**config.mk**
```make
export PLATFORM = sky130hd
export DESIGN_NAME = alu
export DESIGN_NICKNAME = d
export VERILOG_FILES = /design/src/hdl/types_pkg.sv /design/src/hdl/alu_pkg.sv /design/src/hdl/alu.sv
export VERILOG_INCLUDE_DIRS = /design/src /design/src/hdl
export SDC_FILE = /design/constraint.sdc
export NUM_CORES = 1
export LEC_CHECK = 0
export ABC_CLOCK_PERIOD_IN_PS = 10600
export BUFFER_PORTS_ARGS = -buffer_cell sky130_fd_sc_hd__buf_2
export CAP_MARGIN = 15
export CORE_ASPECT_RATIO = 1.75
export CORE_MARGIN = 2
export CORE_UTILIZATION = 45
export DETAILED_ROUTE_END_ITERATION = 16
export GPL_TIMING_DRIVEN = 0
export PLACE_DENSITY_LB_ADDON = 0.2
export SETUP_SLACK_MARGIN = 0.15
export SYNTH_ARGS = -nofsm -noshare
export SYNTH_HDL_FRONTEND = slang
export SYNTH_SLANG_ARGS = --single-unit
```
**constraint.sdc**
```tcl
create_clock -name vclk -period 10.6
set_clock_uncertainty 0.1 [all_clocks]
set_input_delay 2.12 -clock vclk [all_inputs]
set_output_delay 2.12 -clock vclk [all_outputs]
set_load 0.02 [all_outputs]
```
**src/hdl/cpu_defs.svh**
```systemverilog
`ifndef CPU_DEFS_SVH
`define CPU_DEFS_SVH

// Core sizing

// Data path and address width in bits
`define CPU_WORD_W 16

// Architectural registers, R0 hardwired to zero
`define CPU_REG_CNT 16

// Program memory depth in 16-bit words
`define CPU_PROG_DEPTH 256

// Bytes per instruction
// PC is a byte address, so each fetch moves it by this amount
`define CPU_PC_STEP 2

`endif

```
**src/hdl/types_pkg.sv**
```systemverilog
`default_nettype none

`include "cpu_defs.svh"

package types_pkg;

	// Address and PC word
	typedef logic [`CPU_WORD_W-1:0] uword;

	// Data word
	typedef logic [`CPU_WORD_W-1:0] word_16;

	// Register index
	typedef logic [$clog2(`CPU_REG_CNT)-1:0] reg_addr_t;

	// Opcodes in bits 15:12
	typedef enum logic [3:0] {
		ADD  = 4'h0,
		SUB  = 4'h1,
		AND  = 4'h2,
		OR   = 4'h3,
		XOR  = 4'h4,
		SHL  = 4'h5,
		SHR  = 4'h6,
		LDI  = 4'h7,
		SKZ  = 4'h8,
		JMP  = 4'h9,
		HALT = 4'hf
	} opcode_e;

	// Instruction word layout, MSB first
	typedef struct packed {
		opcode_e   op;
		reg_addr_t rs1;
		reg_addr_t rs2;
		reg_addr_t rd;
	} instr_t;

	// Sequencer states
	typedef enum logic [2:0] {
		FETCH,
		READ,
		EXEC,
		WBACK,
		HALTED
	} state_e;

endpackage

`default_nettype wire

```
**src/hdl/alu_pkg.sv**
```systemverilog
`default_nettype none

package alu_pkg;

	// ALU operation select
	typedef enum logic [2:0] {
		ADD,
		SUB,
		AND,
		OR,
		XOR,
		SHL,
		SHR,
		// Operand b straight to the result
		PASSB
	} control_e;

	// Operand pair
	typedef struct packed {
		types_pkg::word_16 a;
		types_pkg::word_16 b;
	} in_t;

	// Status flags
	// carry and overflow only meaningful after ADD or SUB
	typedef struct packed {
		logic zero;
		logic negative;
		logic carry;
		logic overflow;
	} status_t;

endpackage

`default_nettype wire

```
**src/hdl/alu.sv**
```systemverilog
`timescale 1ns/10ps
`default_nettype none

`include "cpu_defs.svh"

module alu (
	input  alu_pkg::in_t      in,
	input  alu_pkg::control_e control,
	output alu_pkg::status_t  stat,
	output types_pkg::word_16 out
);
	localparam int MSB = `CPU_WORD_W - 1;

	// One extra bit for carry out or borrow
	logic [`CPU_WORD_W:0] sum;
	logic [`CPU_WORD_W:0] diff;
	// Shift amount, low nibble of b
	logic [3:0] shamt;

	assign sum = {1'b0, in.a} + {1'b0, in.b};
	assign diff = {1'b0, in.a} - {1'b0, in.b};
	assign shamt = in.b[3:0];

	always_comb begin
		out = '0;
		stat.carry = 1'b0;
		stat.overflow = 1'b0;
		case (control)
			alu_pkg::ADD: begin
				out = sum[MSB:0];
				stat.carry = sum[`CPU_WORD_W];
				// Same-sign operands, result sign flipped
				stat.overflow = (in.a[MSB] == in.b[MSB]) && (out[MSB] != in.a[MSB]);
			end
			alu_pkg::SUB: begin
				out = diff[MSB:0];
				// Borrow out of the top bit
				stat.carry = diff[`CPU_WORD_W];
				stat.overflow = (in.a[MSB] != in.b[MSB]) && (out[MSB] != in.a[MSB]);
			end
			alu_pkg::AND:   out = in.a & in.b;
			alu_pkg::OR:    out = in.a | in.b;
			alu_pkg::XOR:   out = in.a ^ in.b;
			alu_pkg::SHL:   out = in.a << shamt;
			// Logical shift, zero fill
			alu_pkg::SHR:   out = in.a >> shamt;
			alu_pkg::PASSB: out = in.b;
			default:        out = '0;
		endcase
		// Flags taken from the result for every operation
		stat.zero = (out == '0);
		stat.negative = out[MSB];
	end

endmodule

`default_nettype wire

```
# Word level (Yosys, flattened, before mapping)
# Cells that the tools add are included.
[totals] regBits=0 memories=0 in_bits=35 output_inout_bits=20 word_cells=24 romBits=0 mem_bits_rw=0 latchBits=0
[classes] order_cmp=0 mux=2 shift=2 n_reduce_logical=4 mul=0 bitwise=3 eq_ne=11 add_sub_neg=2 div=0
[ops] op="$pmux W16 S8" count=1
[ops] op="$add A16 B16 Y17" count=1
[ops] op="$sub A16 B16 Y17" count=1
[ops] op="$and A16 B16 Y16" count=1
[ops] op="$logic_not A16 Y1" count=1
[ops] op="$or A16 B16 Y16" count=1
[ops] op="$shl A16 B4 Y16" count=1
[ops] op="$shr A16 B4 Y16" count=1
[ops] op="$xor A16 B16 Y16" count=1
[ops] op="$eq A3 B3 Y1 const B" count=4
[ops] op="$eq A3 B2 Y1 const B" count=2
[ops] op="$pmux W2 S2" count=1
[ops] op="$eq A3 B1 Y1 const B" count=1
[ops] op="$logic_not A3 Y1" count=1
[ops] op="$ne A1 B1 Y1" count=3
[ops] op="$logic_and A1 B1 Y1" count=2
[ops] op="$eq A1 B1 Y1" count=1

# Logic depth before layout (Yosys ltp)
[logic_depth] ltp_word=4 mapped_depth=15 depth_no_buf=13

# Worst setup path after synthesis
# Ideal clock, no wire load.
[synth_path] path_kind="input port to output port" from="in in[2] in the netlist's numbering" to="out stat[3] in the netlist's numbering" slack_ns=2.981 required_ns=8.380 arrival_ns=5.399 path_buffers=2 cell_stages=13 path_cell_list="buf_2 > clkinv_1 > clkbuf_1 > ha_1 > nand2b_1 > a311oi_1 > o221ai_1 > nor3_1 > a21oi_1 > or4_1 > or4_1 > nor4_2 > and4b_1"
[synth_rtl] item="from (decl)" line_no="alu.sv:7" rtl="input alu_pkg::in_t in,"
[synth_rtl] item="to (decl)" line_no="alu.sv:9" rtl="output alu_pkg::status_t stat,"

==> metrics.txt <==
Switch Pwr between 0.15 and 0.2 mW; Syn Nets a little under 700; sequential share of power 0%; placed insts 758; post-synth cell types 64; CP Max Fanout 11; via count ~5.1k; Overflow after GRT 0; I/O Pins 55; share of cells above drive strength 1 between 10 and 15%; Int Pwr around 0.090 mW; Rel. slew slack between 30% and 40%; status complete, no violations; crit path time final 8.56 ns; Port Buf Inserts 54; Crit path top cell by count buf_2; Non-Filler Instances 758; Nets 729; f_max 117 MHz; Post-CTS Setup Repair Bufs 0; total track usage between 30% and 40%; largest cells by area after synthesis ha_1 (15%), mux4_2 (6.7%), a21oi_1 (6.0%), nand2_1 (5.1%), mux2i_1 (5.0%); worst-margin pin slew approximately 1.0 ns; FF+latch area 0 µm²; Mean Syn Cell Area between 6 and 7 µm²; buffers plus inverters on the worst setup path 5; # Max-Cap Violations 0; commonest cells after routing, fill and taps aside buf_2 (63), nand2_1 (55), ha_1 (49); vias per cell 6.66; Slowest cell on crit path o311ai_0; kind of critical path input pin to output pin; Worst Setup End Kind output pin; Core ar. between 8000 and 9000 µm²; TNS Setup 0 ns; LEAKAGE slightly below 2 nW; critical path cell sequence buf_2 -> buf_2 -> clkinv_1 -> clkbuf_1 -> ha_1 -> o311ai_0 -> a31oi_1 -> a31oi_1 -> mux2i_1 -> xnor2_1 -> o21ai_0 -> nor4_2 -> and4b_1 -> buf_2; commonest non-fill, non-tap cell in the layout buf_2; pwr dens about 57 nW/µm²; VDD IR max approximately 0.031 mV; post-synth top area cell ha_1; CP Launch Type input pin; final setup fails 0; fin area around 4400 µm²; initial antenna violation count 0; CP Launch Point in[2]; die footprint 9720 µm²; Hold Path Depth 4; Hold Slack ~4.6 ns; # DRC 0; Placer Congestion 1.03; max-slew violations 0; final critical-path share of the clock period 80.8%; seq_cells 0; Post-CTS Hold Fix Bufs 0; switch share approximately 64%; Layout clock buffers 0; first-pass GRT wire length between 20000 and 30000 µm; combinational share of power between 90% and 100%; Seq/Total Area, Yosys 0%; Cell Area, Placed 4430 µm²; Pre-antenna DRT Iters 6; Detailed Route WL roughly 18000 µm; Crit path max-delay family compound AO/OA/AOI/OAI gates; synth warn 0; post-cts resize count 0; post-synth top area share ~15%; Critical Path Stages 14; slowest stage delay, CP roughly 0.65 ns; drt wl/cell ~23 µm; Clock power frac 0%; Hold Vio Cnt, Final 0; Hold Crit Start in[31]; Final Core Density about half; Final WS setup 2.04 ns; Ant. Diodes 0; total power about 0.25 mW; Synth Cell Area 4010 µm²; num rows 45; Initial Util approximately 46%; Routed Antenna Nets 0; Post-Syn Instances roughly 600; vias in the first global route 4728; Die X 75.4 µm; chip height 129 µm; WP data required about 8.4 ns; RSZ-0062 raised after global routing no; Critical Path AT ~6.3 ns; pin count of the biggest net entering global routing 12; pre-CTS setup slack between 2 and 2.5 ns; Hold/Removal Path Class input pin to output pin; initial drt markers 396; Final HPWL DP roughly 14000 µm; Layout area overhead 10.4%
## metal layers
layer | wire length [µm] | up-vias | track usage [%]
met5 | 0 | - | 0
met4 | 1280 | 0 | 21.3
met3 | 1040 | 80 | 3.60
li1 | - | 2292 | -
met1 | 6480 | 2393 | 41.7
met2 | 8700 | 285 | 62.3
## logic make-up (layout without fill, tap and decap cells)
logic type / after synthesis / count (layout) / synth area share (%)
xor+xnor: 12 / 12 / 2.62
fa+ha+maj: 51 / 51 / 16.3
simple gates: 189 / 189 / 22.8
buf+inv: 92 / 146 / 9.35
compound gates: 199 / 199 / 33.4
mux: 44 / 44 / 15.5
## synthesized netlist by cell type, types with 3 or more instances
cell and n:
o22ai_1 3, a31oi_1 11, clkbuf_1 26, xor2_1 3, a22o_1 6, o221ai_1 3
o31a_1 3, nand4_1 3, or4_1 4, nand3_1 15, buf_1 4, nor3_1 17
o211ai_1 20, or2_2 3, and2_1 4, a2111oi_0 3, a22oi_1 13, o21ai_0 33
buf_2 9, a211o_1 5, a311oi_1 3, xnor2_1 9, nand2_1 55, o2bb2ai_1 4
o31ai_1 5, nor2_1 47, a211oi_1 7, a21o_1 4, mux4_2 12, ha_1 49
nand2b_1 13, nor4_1 7, o311ai_0 5, o2111ai_1 3, a21oi_1 48, inv_1 48
mux2i_1 20, mux2_2 11, o21bai_1 4, nor2b_1 11
## layout make-up
class | count | area [µm²]
Fill cell | 935 | 4240
Timing Repair Buffer | 54 | 270
Inverter | 50 | 188
Multi-Input combinational cell | 495 | 3640
Buffer | 42 | 188
Tap cell | 117 | 146
## worst paths after layout
| path | end | slack, ns |
|---|---|---|
| max | stat[3] | 2.04 |
| min | stat[1] | 4.64 |
## worst min-delay path, stage by stage
cell and delay, ns:
buf_2 0.11, ha_1 0.17, o41ai_1 0.08, buf_2 0.15
## power groups by stage
stage	combinational (mW)	sequential [mW]	clock (mW)
CTS	0.247	0	0
global placement	0.243	0	0
floorplan	0.167	0	0
global route	0.272	0	0
detailed placement	0.246	0	0
finish	0.254	0	0
No activity file was read; power rests on OpenSTA's default activity.
