===== config.mk =====
export PLATFORM = sky130hd
export DESIGN_NAME = mem_register_flat
export DESIGN_NICKNAME = d
export VERILOG_FILES = /design/src/hdl/types_pkg.sv /design/src/hdl/rf_if.sv /design/src/hdl/mem_register.sv /design/src/flat_wrapper.sv
export VERILOG_INCLUDE_DIRS = /design/src /design/src/hdl
export SDC_FILE = /design/constraint.sdc
export NUM_CORES = 1
export LEC_CHECK = 0
export BUFFER_PORTS_ARGS = -buffer_cell sky130_fd_sc_hd__buf_2
export CORE_MARGIN = 2
export CORE_UTILIZATION = 45
export DETAILED_ROUTE_END_ITERATION = 10
export GPL_TIMING_DRIVEN = 0
export PLACE_DENSITY = 0.71
export SYNTH_ARGS = -nofsm -noshare
export SYNTH_HDL_FRONTEND = slang
export SYNTH_SLANG_ARGS = --single-unit

===== constraint.sdc =====
create_clock -name clk -period 6.76 [get_ports clk]
set_input_delay 0 -clock clk [delete_from_list [all_inputs] [get_ports clk]]
set_output_delay 0 -clock clk [all_outputs]
set_load 0.05 [all_outputs]

===== src/hdl/cpu_defs.svh =====
`ifndef CPU_DEFS_SVH
`define CPU_DEFS_SVH

// Core sizing

// Data path and address width in bits
`define CPU_WORD_W 16

// Architectural registers, R0 hardwired to zero
`define CPU_REG_CNT 16

// Program memory depth in 16-bit words
`define CPU_PROG_DEPTH 256

// Bytes per instruction
// PC is a byte address, so each fetch moves it by this amount
`define CPU_PC_STEP 2

`endif


===== src/hdl/types_pkg.sv =====
`default_nettype none

`include "cpu_defs.svh"

package types_pkg;

	// Address and PC word
	typedef logic [`CPU_WORD_W-1:0] uword;

	// Data word
	typedef logic [`CPU_WORD_W-1:0] word_16;

	// Register index
	typedef logic [$clog2(`CPU_REG_CNT)-1:0] reg_addr_t;

	// Opcodes in bits 15:12
	typedef enum logic [3:0] {
		ADD  = 4'h0,
		SUB  = 4'h1,
		AND  = 4'h2,
		OR   = 4'h3,
		XOR  = 4'h4,
		SHL  = 4'h5,
		SHR  = 4'h6,
		LDI  = 4'h7,
		SKZ  = 4'h8,
		JMP  = 4'h9,
		HALT = 4'hf
	} opcode_e;

	// Instruction word layout, MSB first
	typedef struct packed {
		opcode_e   op;
		reg_addr_t rs1;
		reg_addr_t rs2;
		reg_addr_t rd;
	} instr_t;

	// Sequencer states
	typedef enum logic [2:0] {
		FETCH,
		READ,
		EXEC,
		WBACK,
		HALTED
	} state_e;

endpackage

`default_nettype wire


===== src/hdl/rf_if.sv =====
`timescale 1ns/10ps
`default_nettype none

interface rf_if;

	// Operand read addresses
	types_pkg::reg_addr_t ra1;
	types_pkg::reg_addr_t ra2;

	// Operand read data
	types_pkg::word_16 rd1;
	types_pkg::word_16 rd2;

	// Write port
	logic we;
	types_pkg::reg_addr_t wa;
	types_pkg::word_16 wd;

	// Sequencer side, addresses and write control
	modport ctrl (
		output ra1,
		output ra2,
		output we,
		output wa
	);

	// Datapath side, operands toward the ALU
	modport dp (
		input rd1,
		input rd2
	);

	// Register file side
	modport regs (
		input  ra1,
		input  ra2,
		input  we,
		input  wa,
		input  wd,
		output rd1,
		output rd2
	);

endinterface

`default_nettype wire


===== src/hdl/mem_register.sv =====
`timescale 1ns/10ps
`default_nettype none

`include "cpu_defs.svh"

module mem_register (
	input  logic                 clk,
	input  logic                 rst,
	rf_if.regs                   rf,
	input  types_pkg::reg_addr_t dbg_addr,
	output types_pkg::word_16    dbg_data
);
	// Register array
	types_pkg::word_16 regs [`CPU_REG_CNT];

	// Shared read path, R0 forced to zero
	function automatic types_pkg::word_16 read_port(input types_pkg::reg_addr_t a);
		types_pkg::word_16 d;
		d = regs[a];
		if (a == '0) begin
			d = '0;
		end
		return d;
	endfunction

	// Write port
	always_ff @(posedge clk or posedge rst) begin
		if (rst) begin
			for (int i = 0; i < `CPU_REG_CNT; i++) begin
				regs[i] <= '0;
			end
		end else if (rf.we && (rf.wa != '0)) begin
			// Writes to R0 dropped
			regs[rf.wa] <= rf.wd;
		end
	end

	// Operand ports
	always_comb begin
		rf.rd1 = read_port(rf.ra1);
		rf.rd2 = read_port(rf.ra2);
	end

	// Debug port, same-cycle view
	always_comb begin
		dbg_data = read_port(dbg_addr);
	end

endmodule

`default_nettype wire


===== src/flat_wrapper.sv =====
// flat-port wrapper written by rule: the top's interface ports become plain ports
module mem_register_flat 
  (clk, rst, dbg_addr, dbg_data, rf_ra1, rf_ra2, rf_we, rf_wa, rf_wd, rf_rd1, rf_rd2);
  rf_if rf_i ();
  input  logic clk;
  input  logic rst;
  input  types_pkg::reg_addr_t dbg_addr;
  output types_pkg::word_16 dbg_data;
  input wire logic [$bits(rf_i.ra1)-1:0] rf_ra1;
  input wire logic [$bits(rf_i.ra2)-1:0] rf_ra2;
  input wire logic [$bits(rf_i.we)-1:0] rf_we;
  input wire logic [$bits(rf_i.wa)-1:0] rf_wa;
  input wire logic [$bits(rf_i.wd)-1:0] rf_wd;
  output wire logic [$bits(rf_i.rd1)-1:0] rf_rd1;
  output wire logic [$bits(rf_i.rd2)-1:0] rf_rd2;
  assign rf_i.ra1 = rf_ra1;
  assign rf_i.ra2 = rf_ra2;
  assign rf_i.we = rf_we;
  assign rf_i.wa = rf_wa;
  assign rf_i.wd = rf_wd;
  assign rf_rd1 = rf_i.rd1;
  assign rf_rd2 = rf_i.rd2;
  mem_register u_core (.clk(clk), .rst(rst), .rf(rf_i), .dbg_addr(dbg_addr), .dbg_data(dbg_data));
endmodule

Word level (Yosys, flattened, before mapping)
Index checks and enable logic that the tools add are counted.

storage, ports and cells
  register bits = 256
  word-level logic and storage cells = 46
  output and inout port bits = 48

cells by class
  muxes and demuxes = 15
  bitwise operators = 4
  reductions and logical operators = 6
  $lt $le $gt $ge = 5

operators with widths
  operator                                                   count
  bitwise mux 256 bit                                        1
  binary-select mux 16 bit (select 4 bit)                    3
  two-way mux 16 bit                                         10
  demux 16 bit (select 4 bit)                                1
  greater-or-equal comparator 5 bit (second input constant)  4
  NOT 4 -> 5 bit                                             4
  logical NOT 4 bit                                          3
  < comparator 5 x 1 -> 1 bit (second input constant)        1
  nonzero test 4 bit                                         1
  logical AND 1 bit                                          2

Logic depth before layout (Yosys ltp)
  depth after elaboration = 6
  mapped depth = 7
  gate-level depth less buffers = 3

Worst setup path before layout
No wires, ideal clock.

  kind = input-to-output
  start = input port rf_ra1[0]
  end = output port rf_rd1[5]
  data arrival time = 2.121 ns
  path slack = 4.639 ns
  stages = 6
  cells stage by stage = buf_2 > buf_6 > nor2b_1 > buf_2 > a221oi_1 > o32ai_1

between the ends
  longest elaborated chain between the ends = 5
  elaborated cells on any way between the ends = 6
  those cells by class = 4 x mux; 1 x bitwise; 1 x reduce/logical

RTL lines
  element                                                line                text
  start: declaration                                     flat_wrapper.sv:9   input wire logic [$bits(rf_i.ra1)-1:0] rf_ra1;
  NOT 4 -> 5 bit (implied by the code)                   mem_register.sv:19  d = regs[a];
  binary-select mux 16 bit (select 4 bit)                mem_register.sv:19
  two-way mux 16 bit (implied by the code) (2 in a row)  mem_register.sv:19
  two-way mux 16 bit (*)                                 mem_register.sv:20  if (a == '0) begin
  end: declaration                                       flat_wrapper.sv:14  output wire logic [$bits(rf_i.rd1)-1:0] rf_rd1;

Mark *: on every way between the ends. The rest lies on a longest branch, timed or not. The select of a mux whose other input is x is not followed.

Worst setup path after layout
  start = input port rf_ra2[3]
  end = output port rf_rd2[3]

between the ends
  longest elaborated chain between the ends = 5
  elaborated cells on any way between the ends = 6
  those cells by class = 4 x mux; 1 x bitwise; 1 x reduce/logical

RTL lines
  element                                                line                text
  start: declaration                                     flat_wrapper.sv:10  input wire logic [$bits(rf_i.ra2)-1:0] rf_ra2;
  NOT 4 -> 5 bit (implied by the code)                   mem_register.sv:19
  binary-select mux 16 bit (select 4 bit)                mem_register.sv:19
  two-way mux 16 bit (implied by the code) (2 in a row)  mem_register.sv:19
  two-way mux 16 bit (*)                                 mem_register.sv:20
  end: declaration                                       flat_wrapper.sv:15  output wire logic [$bits(rf_i.rd2)-1:0] rf_rd2;

Marks and branches as above.

==> results.md <==
* Status: finished clean
* Crit path capture: rf_rd2[3]
* Drt total wl at just over 50 mm
* 1st-pass router iterations at 6
* Worst vdd ir at roughly 0.23 mV
* Critical path data arrival time at 2.56 ns
* Fin. Hold Viols at 0
* CTS tree: yes
* Max frequency at roughly 390 MHz
* Pint at about 3.4 mW
* Final Setup Violations at 0
* Post-synthesis sequential area ratio at between 40% and 50%
* Final non-filler cell area at about 17000 sq um
* Crit end category: output pin
* Post-Synth XOR/XNOR Area at 0%
* P_sw at 1.70 mW
* Initial Util at between 40% and 50%
* Slew Limit Fails at 0
* Compound-cell area share of the yosys netlist at approximately 7.1%
* Die Width at roughly 190 um
* Post-Place Cell Area at approximately 16000 sq um
* Row count at 66
* GRT overflow at 0
* Worst-Margin Slew at ~1.3 ns
* CTS resizes at 0
* TritonCTS Buffers at 27
* Max FFs per register at between 200 and 250
* Most common cell after layout, fill and taps aside: mux2_2
* Detailed-route DRC error count at 0
* Share of power burned in registers at between 40 and 50%
* Die Y at between 150 and 200 um
* Minimum clock period after layout at around 2.6 ns
* Placed instance count at between 1500 and 2000
* Routed vias/inst at 6.96
* Antenna violations before repair at 1
* Net Sw Frac at between 30% and 40%
* FILL cells at around 2800
* IO Pins at 83
* Core Util, Final at 51.8%
* Clk pwr share at 28.7%
* Final Non-Filler Cells at 1625
* Clk buf depth at 3
* Biggest regs: u_core.regs: 240 flops
* Ratio of cells with drive above 1 in the final layout at approximately 54%
* Slew margin rel. at approximately 15%
* Mux cell area share after synthesis at 45.1%
* Largest net degree at the start of global routing at around 130
* Die area at roughly 35000 sq um
* WP data required at around 6.8 ns
* I/O Buffers at slightly above 70
* Reg2reg path depth at 1
* Largest family of logic cells by synthesized area: multiplexers
* Synthesized cell area at between 10000 and 15000 sq um
* Biggest register: u_core.regs
* Highest-count cells in the layout ignoring fill and taps: mux2_2, dfrtp_1, mux4_2, buf_2, a221oi_1
* CP max FO at 10
* Clk slew on worst S/H paths at approximately 0.060 ns
* Global-route wire length before repair at ~75 mm
* RSZ-0062 raised after global routing: no
* Hold Path Depth at 4
* Core area at ~33000 sq um
* Post-route clock period utilization at 37.9%
* GPL Wtd Cong at between 0.9 and 1
* Unique cell type count in the Yosys netlist at 30
* Post-CTS Hold Buffers at 17
* Pwr Total at between 5 and 6 mW
* # nets final at 1199
* Clk_lat worst skew at roughly 0.54 ns
* Max cap viols at 0
* Vias at between 10000 and 15000
* # clock sinks at 240
* DRT iter0 DRCs at about 1600
* HPWL after DPL at ~33 mm
* Startpoint Class: input port
* Pleak at 6.84 nW
* Post-Syn Instances at about 1000
* Area share of fa/ha/maj cells after synthesis at 0%
* Power density over the cells at approximately 300 nW/um^2
* Antenna Violating Nets Remaining at 0
* Reg2Reg Setup Slack at 5.93 ns
* Post-CTS Setup Bufs at 0
* Worst R2R End: u_core.regs[205]
* GRT Util Overall at a little under a third
* CP Class: input port to output pin
* Yosys warning total at 0
* Hold crit path type: input port to flip-flop
* CTS H-tree depth at 1
* Syn_nets at roughly 1100
* CP Launch Point: rf_ra2[3]
* Synth Register Bits at 240
* Critical R2R Launch: u_core.regs[205]
* Routed len/inst at about 32 um
* Setup skew after layout at 0 ns
* Gate power share at approximately 30%
* Avg Cell Area, Syn at around 14 sq um
* Synth-to-Final Area Change at 13.4%
* Synth Area in Simple Gates at between 3 and 4%
* Vias in the first global route at around 11000
* CTS root buffer: clkbuf_16
per-layer routing:
layer  wire (um)  track usage [%]  up-vias
met4        2910             15.1        2
li1            -                -     4403
met1       19600             40.8     5782
met3        6340             8.67      206
met5          13                0        -
met2       22800             45.6      913
cell type report:
cell class	instances	area [sq um]	area share (%)
Antenna cell	1	2.50	0.0148
Buffer	110	597	3.54
Clock buffer	35	736	4.36
Clock inverter	12	136	0.809
Inverter	1	11.3	0.0668
Multi-Input combinational cell	694	8260	49.0
Sequential cell	240	6010	35.6
Tap cell	442	553	3.28
Timing Repair Buffer	90	558	3.31
metrics by stage:
stage | hold slack, ns | setup slack [ns] | TNS (ns)
2_1_floorplan | 0.152 | 0.172 | 0
3_3_place_gp | 0.306 | -2.46 | -586.15
3_5_place_dp | 0.218 | 4.31 | 0
4_1_cts | 0.0467 | 4.30 | 0
5_1_grt | 0.0689 | 4.17 | 0
6_report | 0.0553 | 4.20 | 0
power groups by stage:
stage                     clock network (mW)  logic (mW)  registers [mW]
after floorplan                            0        1.23            2.00
after global placement                     0        1.47            2.10
after detailed placement                   0        1.51            2.12
after CTS                               1.47        1.52            2.10
after global routing                    1.54        1.62            2.17
final                                   1.47        1.53            2.12
critical path, stage by stage:
cell and delay [ns]:
buf_2 0.36, buf_2 0.34, clkbuf_1 0.60, nand2_1 0.50, o21ai_0 0.30, o32ai_1 0.14, buf_2 0.29
Yosys cell counts:
| cell type | number | area [sq um] |
|---|---|---|
| nand3b_1 | 2 | 15.0 |
| buf_4 | 15 | 113 |
| nand3_1 | 1 | 5.00 |
| and2_1 | 4 | 25.0 |
| o31ai_1 | 16 | 120 |
| inv_1 | 1 | 3.75 |
| buf_6 | 7 | 78.8 |
| buf_8 | 1 | 15.0 |
| mux4_2 | 130 | 2930 |
| mux2_1 | 1 | 11.3 |
| or2_2 | 3 | 18.8 |
| a211oi_1 | 17 | 128 |
| mux2_2 | 313 | 3520 |
| o32ai_1 | 14 | 123 |
| nor3b_1 | 3 | 22.5 |
| a221oi_1 | 47 | 412 |
| nor2_2 | 3 | 18.8 |
| nor2_1 | 21 | 78.8 |
| nand2_1 | 4 | 15.0 |
| a22oi_1 | 16 | 120 |
| buf_2 | 51 | 255 |
| dfrtp_1 | 240 | 6010 |
| o21ai_0 | 14 | 70.1 |
| or3_1 | 3 | 18.8 |
| nand2b_1 | 7 | 43.8 |
| clkbuf_1 | 36 | 135 |
| o22ai_1 | 14 | 87.6 |
| nor2b_1 | 38 | 238 |
| mux2i_1 | 22 | 220 |
| mux2_4 | 1 | 15.0 |
how the worst min path moves through the flow:
stage                        to       from  slack (ns)
3_5_place_dp    u_core.regs[13]        rst        0.22
3_3_place_gp    u_core.regs[44]  rf_wd[12]        0.31
6_report       u_core.regs[189]   rf_wa[0]        0.06
5_1_grt        u_core.regs[189]   rf_wa[1]        0.07
4_1_cts        u_core.regs[189]   rf_wa[0]        0.05
2_1_floorplan  u_core.regs[201]   rf_wd[9]        0.15
kinds of logic after synthesis:
family	Yosys count
AO/OA/AOI/OAI	138
buffers and inverters	111
flip-flops	240
multiplexers	467
AND/OR/NAND/NOR	89
Note: power is estimated with default switching activity, not from simulation.
