--- src/hdl/cpu_defs.svh ---
`ifndef CPU_DEFS_SVH
`define CPU_DEFS_SVH

// Core sizing

// Data path and address width in bits
`define CPU_WORD_W 16

// Architectural registers, R0 hardwired to zero
`define CPU_REG_CNT 16

// Program memory depth in 16-bit words
`define CPU_PROG_DEPTH 256

// Bytes per instruction
// PC is a byte address, so each fetch moves it by this amount
`define CPU_PC_STEP 2

`endif

--- src/hdl/types_pkg.sv ---
`default_nettype none

`include "cpu_defs.svh"

package types_pkg;

	// Address and PC word
	typedef logic [`CPU_WORD_W-1:0] uword;

	// Data word
	typedef logic [`CPU_WORD_W-1:0] word_16;

	// Register index
	typedef logic [$clog2(`CPU_REG_CNT)-1:0] reg_addr_t;

	// Opcodes in bits 15:12
	typedef enum logic [3:0] {
		ADD  = 4'h0,
		SUB  = 4'h1,
		AND  = 4'h2,
		OR   = 4'h3,
		XOR  = 4'h4,
		SHL  = 4'h5,
		SHR  = 4'h6,
		LDI  = 4'h7,
		SKZ  = 4'h8,
		JMP  = 4'h9,
		HALT = 4'hf
	} opcode_e;

	// Instruction word layout, MSB first
	typedef struct packed {
		opcode_e   op;
		reg_addr_t rs1;
		reg_addr_t rs2;
		reg_addr_t rd;
	} instr_t;

	// Sequencer states
	typedef enum logic [2:0] {
		FETCH,
		READ,
		EXEC,
		WBACK,
		HALTED
	} state_e;

endpackage

`default_nettype wire

--- src/hdl/alu_pkg.sv ---
`default_nettype none

package alu_pkg;

	// ALU operation select
	typedef enum logic [2:0] {
		ADD,
		SUB,
		AND,
		OR,
		XOR,
		SHL,
		SHR,
		// Operand b straight to the result
		PASSB
	} control_e;

	// Operand pair
	typedef struct packed {
		types_pkg::word_16 a;
		types_pkg::word_16 b;
	} in_t;

	// Status flags
	// carry and overflow only meaningful after ADD or SUB
	typedef struct packed {
		logic zero;
		logic negative;
		logic carry;
		logic overflow;
	} status_t;

endpackage

`default_nettype wire

--- src/hdl/rf_if.sv ---
`timescale 1ns/10ps
`default_nettype none

interface rf_if;

	// Operand read addresses
	types_pkg::reg_addr_t ra1;
	types_pkg::reg_addr_t ra2;

	// Operand read data
	types_pkg::word_16 rd1;
	types_pkg::word_16 rd2;

	// Write port
	logic we;
	types_pkg::reg_addr_t wa;
	types_pkg::word_16 wd;

	// Sequencer side, addresses and write control
	modport ctrl (
		output ra1,
		output ra2,
		output we,
		output wa
	);

	// Datapath side, operands toward the ALU
	modport dp (
		input rd1,
		input rd2
	);

	// Register file side
	modport regs (
		input  ra1,
		input  ra2,
		input  we,
		input  wa,
		input  wd,
		output rd1,
		output rd2
	);

endinterface

`default_nettype wire

--- src/hdl/control_fsm.sv ---
`timescale 1ns/10ps
`default_nettype none

module control_fsm (
	input  logic              clk,
	input  logic              rst,
	input  types_pkg::word_16 instruction,
	input  alu_pkg::status_t  status,
	rf_if.ctrl                rf,
	output alu_pkg::control_e alucontrol,
	output logic              wd_sel,
	output types_pkg::word_16 imm,
	output logic              pc_en,
	output logic              skip,
	output logic              jump,
	output types_pkg::uword   jump_target,
	output logic              retire,
	output logic              halted,
	output types_pkg::state_e state
);
	types_pkg::instr_t ir;
	types_pkg::state_e state_next;
	logic zero_flag;
	logic is_alu;
	logic [7:0] imm8;

	// Instruction register, loaded in FETCH
	always_ff @(posedge clk) begin
		if (state == types_pkg::FETCH) begin
			ir <= types_pkg::instr_t'(instruction);
		end
	end

	assign is_alu = ir.op inside {types_pkg::ADD, types_pkg::SUB, types_pkg::AND,
		types_pkg::OR, types_pkg::XOR, types_pkg::SHL, types_pkg::SHR};

	// Zero flag of the last ALU instruction, sampled in EXEC
	always_ff @(posedge clk or posedge rst) begin
		if (rst) begin
			zero_flag <= 1'b0;
		end else if ((state == types_pkg::EXEC) && is_alu) begin
			zero_flag <= status.zero;
		end
	end

	// Sequencer
	always_comb begin
		case (state)
			types_pkg::FETCH: state_next = types_pkg::READ;
			types_pkg::READ:  state_next = types_pkg::EXEC;
			types_pkg::EXEC:  state_next = types_pkg::WBACK;
			// HALT still retires before stopping
			types_pkg::WBACK: begin
				state_next = (ir.op == types_pkg::HALT) ? types_pkg::HALTED : types_pkg::FETCH;
			end
			types_pkg::HALTED: state_next = types_pkg::HALTED;
			default:           state_next = types_pkg::FETCH;
		endcase
	end

	always_ff @(posedge clk or posedge rst) begin
		if (rst) begin
			state <= types_pkg::FETCH;
		end else begin
			state <= state_next;
		end
	end

	// Opcode to ALU operation
	always_comb begin
		case (ir.op)
			types_pkg::ADD: alucontrol = alu_pkg::ADD;
			types_pkg::SUB: alucontrol = alu_pkg::SUB;
			types_pkg::AND: alucontrol = alu_pkg::AND;
			types_pkg::OR:  alucontrol = alu_pkg::OR;
			types_pkg::XOR: alucontrol = alu_pkg::XOR;
			types_pkg::SHL: alucontrol = alu_pkg::SHL;
			types_pkg::SHR: alucontrol = alu_pkg::SHR;
			default:        alucontrol = alu_pkg::PASSB;
		endcase
	end

	// Register file addressing
	assign rf.ra1 = ir.rs1;
	assign rf.ra2 = ir.rs2;
	// LDI names its target in the rs1 field
	assign rf.wa = (ir.op == types_pkg::LDI) ? ir.rs1 : ir.rd;
	assign rf.we = (state == types_pkg::WBACK) && (is_alu || (ir.op == types_pkg::LDI));

	// Immediate, low byte zero extended
	assign imm8 = {ir.rs2, ir.rd};
	assign imm = types_pkg::word_16'(imm8);
	assign wd_sel = (ir.op == types_pkg::LDI);

	// PC update in WBACK, HALT leaves PC on itself
	assign pc_en = (state == types_pkg::WBACK) && (ir.op != types_pkg::HALT);
	assign skip = (ir.op == types_pkg::SKZ) && zero_flag;
	assign jump = (ir.op == types_pkg::JMP);
	// Word offset to byte address
	assign jump_target = types_pkg::uword'({imm8, 1'b0});

	assign retire = (state == types_pkg::WBACK);
	assign halted = (state == types_pkg::HALTED);

endmodule

`default_nettype wire

--- src/flat_wrapper.sv ---
// flat-port wrapper written by rule: the top's interface ports become plain ports
module control_fsm_flat 
  (clk, rst, instruction, status, alucontrol, wd_sel, imm, pc_en, skip, jump, jump_target, retire, halted, state, rf_ra1, rf_ra2, rf_we, rf_wa);
  rf_if rf_i ();
  input  logic clk;
  input  logic rst;
  input  types_pkg::word_16 instruction;
  input  alu_pkg::status_t status;
  output alu_pkg::control_e alucontrol;
  output logic wd_sel;
  output types_pkg::word_16 imm;
  output logic pc_en;
  output logic skip;
  output logic jump;
  output types_pkg::uword jump_target;
  output logic retire;
  output logic halted;
  output types_pkg::state_e state;
  output wire logic [$bits(rf_i.ra1)-1:0] rf_ra1;
  output wire logic [$bits(rf_i.ra2)-1:0] rf_ra2;
  output wire logic [$bits(rf_i.we)-1:0] rf_we;
  output wire logic [$bits(rf_i.wa)-1:0] rf_wa;
  assign rf_ra1 = rf_i.ra1;
  assign rf_ra2 = rf_i.ra2;
  assign rf_we = rf_i.we;
  assign rf_wa = rf_i.wa;
  control_fsm u_core (.clk(clk), .rst(rst), .instruction(instruction), .status(status), .rf(rf_i), .alucontrol(alucontrol), .wd_sel(wd_sel), .imm(imm), .pc_en(pc_en), .skip(skip), .jump(jump), .jump_target(jump_target), .retire(retire), .halted(halted), .state(state));
endmodule
--- config.mk ---
export PLATFORM = sky130hd
export DESIGN_NAME = control_fsm_flat
export DESIGN_NICKNAME = d
export VERILOG_FILES = /design/src/hdl/types_pkg.sv /design/src/hdl/alu_pkg.sv /design/src/hdl/rf_if.sv /design/src/hdl/control_fsm.sv /design/src/flat_wrapper.sv
export VERILOG_INCLUDE_DIRS = /design/src /design/src/hdl
export SDC_FILE = /design/constraint.sdc
export NUM_CORES = 1
export LEC_CHECK = 0
export ABC_CLOCK_PERIOD_IN_PS = 4400
export BUFFER_PORTS_ARGS = -buffer_cell sky130_fd_sc_hd__buf_2
export CORE_MARGIN = 8
export CORE_UTILIZATION = 30
export CTS_BUF_LIST = sky130_fd_sc_hd__clkbuf_8
export CTS_CLUSTER_SIZE = 20
export DETAILED_ROUTE_END_ITERATION = 8
export SLEW_MARGIN = 15
export SYNTH_ARGS = -nofsm -noshare
export SYNTH_HDL_FRONTEND = slang
export SYNTH_SLANG_ARGS = --single-unit
--- constraint.sdc ---
create_clock -name clk -period 4.4 [get_ports clk]
set_input_delay 0.44 -clock clk [delete_from_list [all_inputs] [get_ports clk]]
set_output_delay 0.44 -clock clk [all_outputs]
set_load 0.02 [all_outputs]
== Word-level counts from Yosys, hierarchy flattened ==
Index checks and enable logic that the tools add are counted.
Widths: inputs -> output; s select.

* Register bits: 20
* Input bits: 22
* Output and inout bits: 57

* Eq/ne operators: 15
* Muxes and demuxes: 4
* Reduce and logical (&&, ||, !) cells: 8

{| class="wikitable"
|+ Operators by type and width
! kind !! number
|-
| $pmux 3 s7 || 1
|-
| $eq 4x3->1 const B || 4
|-
| $pmux 3 s5 || 1
|-
| $eq 4x4->1 const B || 3
|-
| $eq 4x2->1 const B || 2
|-
| $reduce_bool 7->1 || 1
|-
| $eq 3x2->1 const B || 2
|-
| $eq 4x1->1 const B || 1
|-
| $logic_and 1x1->1 || 4
|-
| $logic_not 4->1 || 1
|-
| $mux 4 || 1
|-
| $ne 4x4->1 const B || 1
|-
| $eq 3x1->1 const B || 1
|-
| $eq 3x3->1 const B || 1
|-
| $logic_not 3->1 || 1
|-
| $mux 3 || 1
|-
| $logic_or 1x1->1 || 1
|}

== Depth between registers and ports, before layout ==
Gate-level depths: netlist of run 1.

* Depth after elaboration: 4
* Depth in mapped cells: 3

== Least setup slack after synthesis of run 1 ==
Ideal clock, no wire load.

* Kind: flip-flop to flip-flop
* Start: register u_core.state[0]
* End: register u_core.ir (netlist bit u_core.imm[0]) (enable)
* Arrival: 1736 ps
* Data required time: 3991 ps
* Setup slack: 2255 ps
* Cell stages (with the launch flop): 2
* Path through: dfrtp_1 nor3_1

* Word-level cells in the longest chain between the ends: 1

{| class="wikitable"
|+ RTL lines
! item !! RTL line !! text
|-
| start: declaration || control_fsm.sv:19 || <nowiki>output types_pkg::state_e state</nowiki>
|-
| start signal: assignment || control_fsm.sv:63 || <nowiki>state <= types_pkg::FETCH;</nowiki>
|-
| start signal: assignment || control_fsm.sv:65 || <nowiki>state <= state_next;</nowiki>
|-
| $logic_not 3->1 || control_fsm.sv:29 || <nowiki>if (state == types_pkg::FETCH) begin</nowiki>
|-
| end signal: assignment || control_fsm.sv:30 || <nowiki>ir <= types_pkg::instr_t'(instruction);</nowiki>
|-
| end: declaration || control_fsm.sv:21 || <nowiki>types_pkg::instr_t ir;</nowiki>
|}

No other way between the ends.
A chain may end at the register's enable or synchronous reset.

== Final worst setup path of run 1 ==
* Start: register u_core.ir[15] (netlist name)
* End: output rf_wa[1]

* Word-level cells in the longest chain between the ends: 2

{| class="wikitable"
|+ RTL lines
! item !! RTL line !! text
|-
| $eq 4x3->1 || control_fsm.sv:87 || <nowiki>assign rf.wa = (ir.op == types_pkg::LDI) ? ir.rs1 : ir.rd;</nowiki>
|-
| $mux 4 || control_fsm.sv:87 ||
|-
| end: declaration || flat_wrapper.sv:22 || <nowiki>output wire logic [$bits(rf_i.wa)-1:0] rf_wa;</nowiki>
|}

No other way between the ends.

==> results of run 1 <==
## state kept, by name, summed over array words and instances (netlist names)
| signal | flops |
|---|---|
| u_core.imm | 4 |
| u_core.ir | 4 |
| u_core.rf.ra1 | 4 |
| u_core.rf.ra2 | 4 |
| u_core.state | 3 |
| u_core.zero_flag | 1 |
## kinds of logic after synthesis
logic type                share of synthesized area, %
AOI/OAI and AO/OA                                0.691
xor gates and xnor gates                         0.806
buffers and inverters                             28.3
DFF                                               53.4
muxes                                             5.18
other                                            0.345
and+or+nand+nor                                   11.3
## stage by stage
stage,total power [W],setup slack (ns),hold WS [ns],std cells
5_1_grt,0.000938,2.36,0.0485,173
3_5_place_dp,0.000772,2.48,0.325,169
6_report,0.000885,2.45,0.0536,173
4_1_cts,0.000894,2.42,0.0509,173
2_1_floorplan,0.000721,2.25,0.206,102
3_3_place_gp,0.000768,2.54,0.320,169
## cell type report
| cell class | count | area share [%] |
|---|---|---|
| Multi-Input combinational cell | 40 | 21.2 |
| Tap cell | 48 | 4.79 |
| Clock inverter | 1 | 0.299 |
| Clock buffer | 3 | 3.29 |
| Sequential cell | 20 | 46.3 |
| Inverter | 2 | 0.598 |
| Timing Repair Buffer | 59 | 23.5 |
## placed cells by master, fill, tap and decap left out
| master | Yosys | routed |
|---|---|---|
| clkinv_1 | 0 | 1 |
| nor3b_1 | 2 | 2 |
| nand3b_1 | 1 | 1 |
| nand2b_1 | 1 | 1 |
| nor4b_1 | 1 | 1 |
| nor3_4 | 0 | 1 |
| or2_2 | 3 | 3 |
| nor2_4 | 2 | 2 |
| clkbuf_8 | 0 | 3 |
| mux2_2 | 4 | 4 |
| nand3_2 | 1 | 1 |
| nor2b_1 | 1 | 1 |
| conb_1 | 1 | 16 |
| inv_1 | 2 | 2 |
| buf_2 | 0 | 59 |
| nand4_1 | 1 | 1 |
| o21bai_1 | 1 | 1 |
| dfrtp_1 | 4 | 4 |
| mux2_1 | 1 | 1 |
| nand4b_1 | 1 | 1 |
| nor2_1 | 2 | 2 |
| xnor2_1 | 1 | 1 |
| edfxtp_1 | 16 | 16 |
## per-layer routing
metal  global-route usage [%]  vias up
li1                         -      311
met1                     6.87      302
met2                     10.5       50
met3                     5.19        0
met4                     2.31        0
met5                        0        -
## final timing paths
kind / end / slack [ns] / cells past startpoint / from
min in group clk: u_core.ir[15] / 0.36 / 1 / instruction[15]
worst max register to register: u_core.rf.ra1[1] / 2.82 / 1 / u_core.state[0]
max in group asynchronous: u_core.state[0] / 4.20 / 2 / rst
worst min register to register: u_core.zero_flag / 0.50 / 1 / u_core.zero_flag
worst min-delay path: u_core.state[1] / 0.05 / 2 / rst
worst max-delay path: rf_wa[1] / 2.45 / 3 / u_core.ir[15]
## critical path, delay by kind of cell, from the launching register on
kind | cells | cell delay [ns]
buf+inv | 1 | 0.16
flops | 1 | 0.52
simple gates | 1 | 0.23
mux | 1 | 0.35
## power groups by stage
stage	registers [W]	logic (W)	clock network (W)
CTS	0.000352	0.000419	0.000124
global route	0.000364	0.000443	0.000130
finish	0.000353	0.000413	0.000119
global placement	0.000350	0.000418	0
detailed placement	0.000355	0.000417	0
floorplan	0.000354	0.000366	0
==> flow_summary.yaml, run 1 <==
drt:
  drc: 0
  ant_nets: 0
  post_drt_wl_per_cell_um: 12.6
  maxUsedRoutingLayer: "met3"
  dr.pass1.iters: 4
  wl_met1_um: 867
  initialDrtViolationCount: 9
  viasPerCell: 3.83
  route.met2.wl_um: 992
  vias: 663
  finalWirelength_mm: 2.18
  routed-wl-met3_um: 322
clock_tree:
  cts_hold_buf: 0
  cts-root-buf: "clkbuf_8"
  cts.sinks: 20
  clk_pin_slew_ns: 0.07
  cts-resized-gates: 0
  cts.path.max_buffers: 2
  cts_buffers: 3
  cts_setup_buffers: 0
  h-tree-depth: 1
  clk_latency_ns: 0.25
  cts_tree: "yes"
placement:
  portBuffers: 59
  gp_congestion: 0.647
  place_area_um2: 1200
  place_hpwl_mm: 1.79
worst_setup_path:
  arrival_ns: 1.51
  path_cells: "nor2_4 > mux2_2 > buf_2"
  slowest_delay_ns: 0.52
  critPathRequiredTime_ns: 3.96
  critPathMaxFanout: 8
  cp-start-kind: "register"
  critPathSlowestCell: "edfxtp_1"
  path_class: "reg -> out"
  endpoint_kind: "output port"
job:
  cap_viol_max_count: 0
grt:
  antenna_found_initial: 0
  grt_max_degree: 17
  grt_pass1_wl_mm: 3.31
  grtUsageTotal_pct: 6.80
  gr-total-overflow: 0
  grt_pass1_vias: 766
power:
  power_switching_w: 0.000397
  p_per_area_nw_per_um2: 705
  p_leak_nw: 0.580
  p_clk_share_pct: 13.4
  power.internal_w: 0.000488
  power_frac_seq_pct: 40.0
  vdd_drop_max_v: 0.000244
  combPwrFrac_pct: 46.6
  switching_share_pct: 44.8
timing:
  hold_viol: 0
  fin_crit_ns: 1.95
  fin_setup_tns_ns: 0
  rsz0062_at_grt: "false"
  setup_viol: 0
  max_freq_ghz: 0.513
  worst_pin_slew_ns: 0.801
  slew_viol_final: 0
  fin_crit_sh_pct: 44.3
  slew_headroom_pct: 46.4
  fin_skew_ns: 0.00311
logic_synthesis:
  syn-cell-area_um2: 1090
  yosysMostFrequentCell: "buf_4"
  synthCells: 87
  syn-mean-instance-area_um2: 12.5
  synth_largest_area_cell: "edfxtp_1"
  synth-seq-cells: 20
  synth_top_cell_area_share_pct: 44.2
  async_flop_share_pct: 20.0
  seq_area_frac_synth_pct: 53.4
  synth_warnings: 0
  synth_area_leaders: "edfxtp_1 44%, buf_4 28%, dfrtp_1 9.2%"
  synth_common_cells: "40 x buf_4, 16 x edfxtp_1, 4 x dfrtp_1, 4 x mux2_2, 3 x or2_2"
  synthFlopType: "edfxtp_1"
  synth.distinct_cells: 21
  synth_edf_count: 16
floorplanning:
  coreArea_um2: 3580
  die_w_um: 76.2
  ios: 79
  rows: 22
  die-area_um2: 5810
  start_util_pct: 30.4
  chipHeight_um: 76.2
cells_and_area:
  fillers: 375
  final_cell_area_um2: 1250
  multi_input_area_um2: 267
  nNetsFinal: 148
  syn_to_final_growth_pct: 15.4
  post-route-util_pct: 35.1
  diodes: 0
  drive_gt1_share_pct: 58.4
  regArea_um2: 581
outcome:
  status: "finished clean"
worst_hold_path:
  hold_path.class: "in -> async"
Note: power is estimated with default switching activity, not from simulation.
==> run 2, diff against run 1 <==
ABC_CLOCK_PERIOD_IN_PS = 1740   (was 4400)
clock period = 1.74 ns   (was 4.4 ns; I/O delays follow)
==> run 2 against run 1 <==
Net effect: clock power grew to 3.8 times the previous value; sequential share of layout area is 2.6 points lower; flip-flop and latch count stayed put; first-iteration DRC count is 110% higher; critical path depth stayed put; global-route usage is 0.81 points higher; highest routed layer is now met4; clock skew is 0.00056 ns higher; utilization is 2.1 points higher.
==> flow_summary.yaml, run 2 (synthesis results as in run 1) <==
timing:
  max_freq_ghz: 0.595
  slew_viol_final: 0
  rsz0062_at_grt: "true"
  fin_skew_ns: 0.00366
  fin_setup_tns_ns: 0
  hold_viol: 0
  fin_crit_ns: 1.68
  setup_viol: 0
  fin_crit_sh_pct: 96.5
grt:
  grt_pass1_wl_mm: 3.72
  grt_max_degree: 13
  gr-total-overflow: 0
  grt_pass1_vias: 795
  grtUsageTotal_pct: 7.61
  antenna_found_initial: 0
worst_setup_path:
  endpoint_kind: "output port"
  path_class: "reg -> out"
  critPathMaxFanout: 7
  arrival_ns: 1.51
  critPathRequiredTime_ns: 1.57
  cp-start-kind: "register"
clock_tree:
  h-tree-depth: 1
  cts_tree: "yes"
  cts-root-buf: "clkbuf_8"
  cts.path.max_buffers: 2
  cts_buffers: 3
  clk_latency_ns: 0.25
  cts.sinks: 20
  clk_pin_slew_ns: 0.07
outcome:
  status: "finished clean"
drt:
  ant_nets: 0
  post_drt_wl_per_cell_um: 12.2
  finalWirelength_mm: 2.19
  viasPerCell: 3.86
  dr.pass1.iters: 2
  vias: 694
  initialDrtViolationCount: 19
  drc: 0
floorplanning:
  ios: 79
  chipHeight_um: 76.2
  start_util_pct: 30.4
  rows: 22
  die_w_um: 76.2
  coreArea_um2: 3580
  die-area_um2: 5810
power:
  p_per_area_nw_per_um2: 1830
  p_leak_nw: 0.627
  vdd_drop_max_v: 0.000827
cells_and_area:
  final_common_cell: "buf_2"
  diodes: 0
  layout_common_cells: "59 x buf_2, 16 x conb_1, 16 x edfxtp_1"
  syn_to_final_growth_pct: 22.3
  final_cell_area_um2: 1330
  post-route-util_pct: 37.2
  drive_gt1_share_pct: 60.6
  nNetsFinal: 155
placement:
  place_hpwl_mm: 1.88
  place_area_um2: 1220
  portBuffers: 59
  gp_congestion: 0.644
job:
  cap_viol_max_count: 0
worst_hold_path:
  hold_path.class: "in -> reg"
-- run 2: changes by cell type in the layout (fill, tap and decap cells not counted) --
cell | before | now
clkinv_1 | 1 | 0
nor3_2 | 0 | 1
bufinv_16 | 0 | 1
dlygate4sd3_1 | 0 | 1
buf_4 | 0 | 6
nor3_4 | 1 | 0
-- run 2: repair_timing --
item	in CTS	in global routing
hold buffers	1	0
pin swaps	1	2
endpoints found under the hold margin	4	0
gates resized for setup	0	0
gates cloned	0	0
buffers inserted	2	2
setup endpoints to repair	1	5
-- run 2: worst paths after layout --
| kind | from | endpoint | slack (ns) | depth (start not counted) |
|---|---|---|---|---|
| hold reg to reg | u_core.zero_flag | u_core.zero_flag | 0.51 | 1 |
| setup reg to reg | u_core.ir[15] | u_core.zero_flag | 0.45 | 3 |
| setup / recovery | u_core.ir[15] | rf_wa[1] | 0.06 | 3 |
| min in group asynchronous | rst | u_core.state[2] | 0.34 | 3 |
| max in group asynchronous | rst | u_core.state[1] | 1.26 | 3 |
| hold / removal | instruction[13] | u_core.ir[13] | 0.09 | 1 |
-- run 2: cell type report --
cell class | count | area [um2]
Clock buffer | 3 | 41.3
Clock inverter | 1 | 30.0
Fill cell | 354 | 2250
Inverter | 2 | 7.51
Multi-Input combinational cell | 40 | 260
Sequential cell | 20 | 581
Tap cell | 48 | 60.1
Timing Repair Buffer | 66 | 350
-- run 2: worst max-delay path, stage by stage, from the launching register on --
cell and delay [ns]:
edfxtp_1 0.50, nor2_4 0.24, mux2_2 0.36, buf_2 0.16
-- run 2: metrics by stage --
stage          std cells  setup WS, ns  total power (W)  hold WS (ns)
4_1_cts              178       0.00255          0.00247        0.0793
2_1_floorplan        102        0.0706          0.00183       -0.0599
6_report             180        0.0605          0.00244        0.0904
5_1_grt              180       -0.0272          0.00260        0.0713
3_3_place_gp         171         0.291          0.00197        0.0602
3_5_place_dp         171         0.294          0.00198        0.0570
-- run 2: where the power goes --
group	switching (W)	leakage [nW]	internal (W)	total (W)
sequential	0.000144	0.197	0.000726	0.000870
combinational	0.000716	0.394	0.000401	0.00112
clock	0.000144	0.0357	0.000307	0.000450
-- run 2: layer usage --
layer  share of wire [%]  up-vias  GRT usage (%)
li1                    -      328              -
met1                  38      313           7.78
met2                  46       51           11.5
met3                  15        2           5.19
met4                0.68        0           4.04
met5                   0        -              0
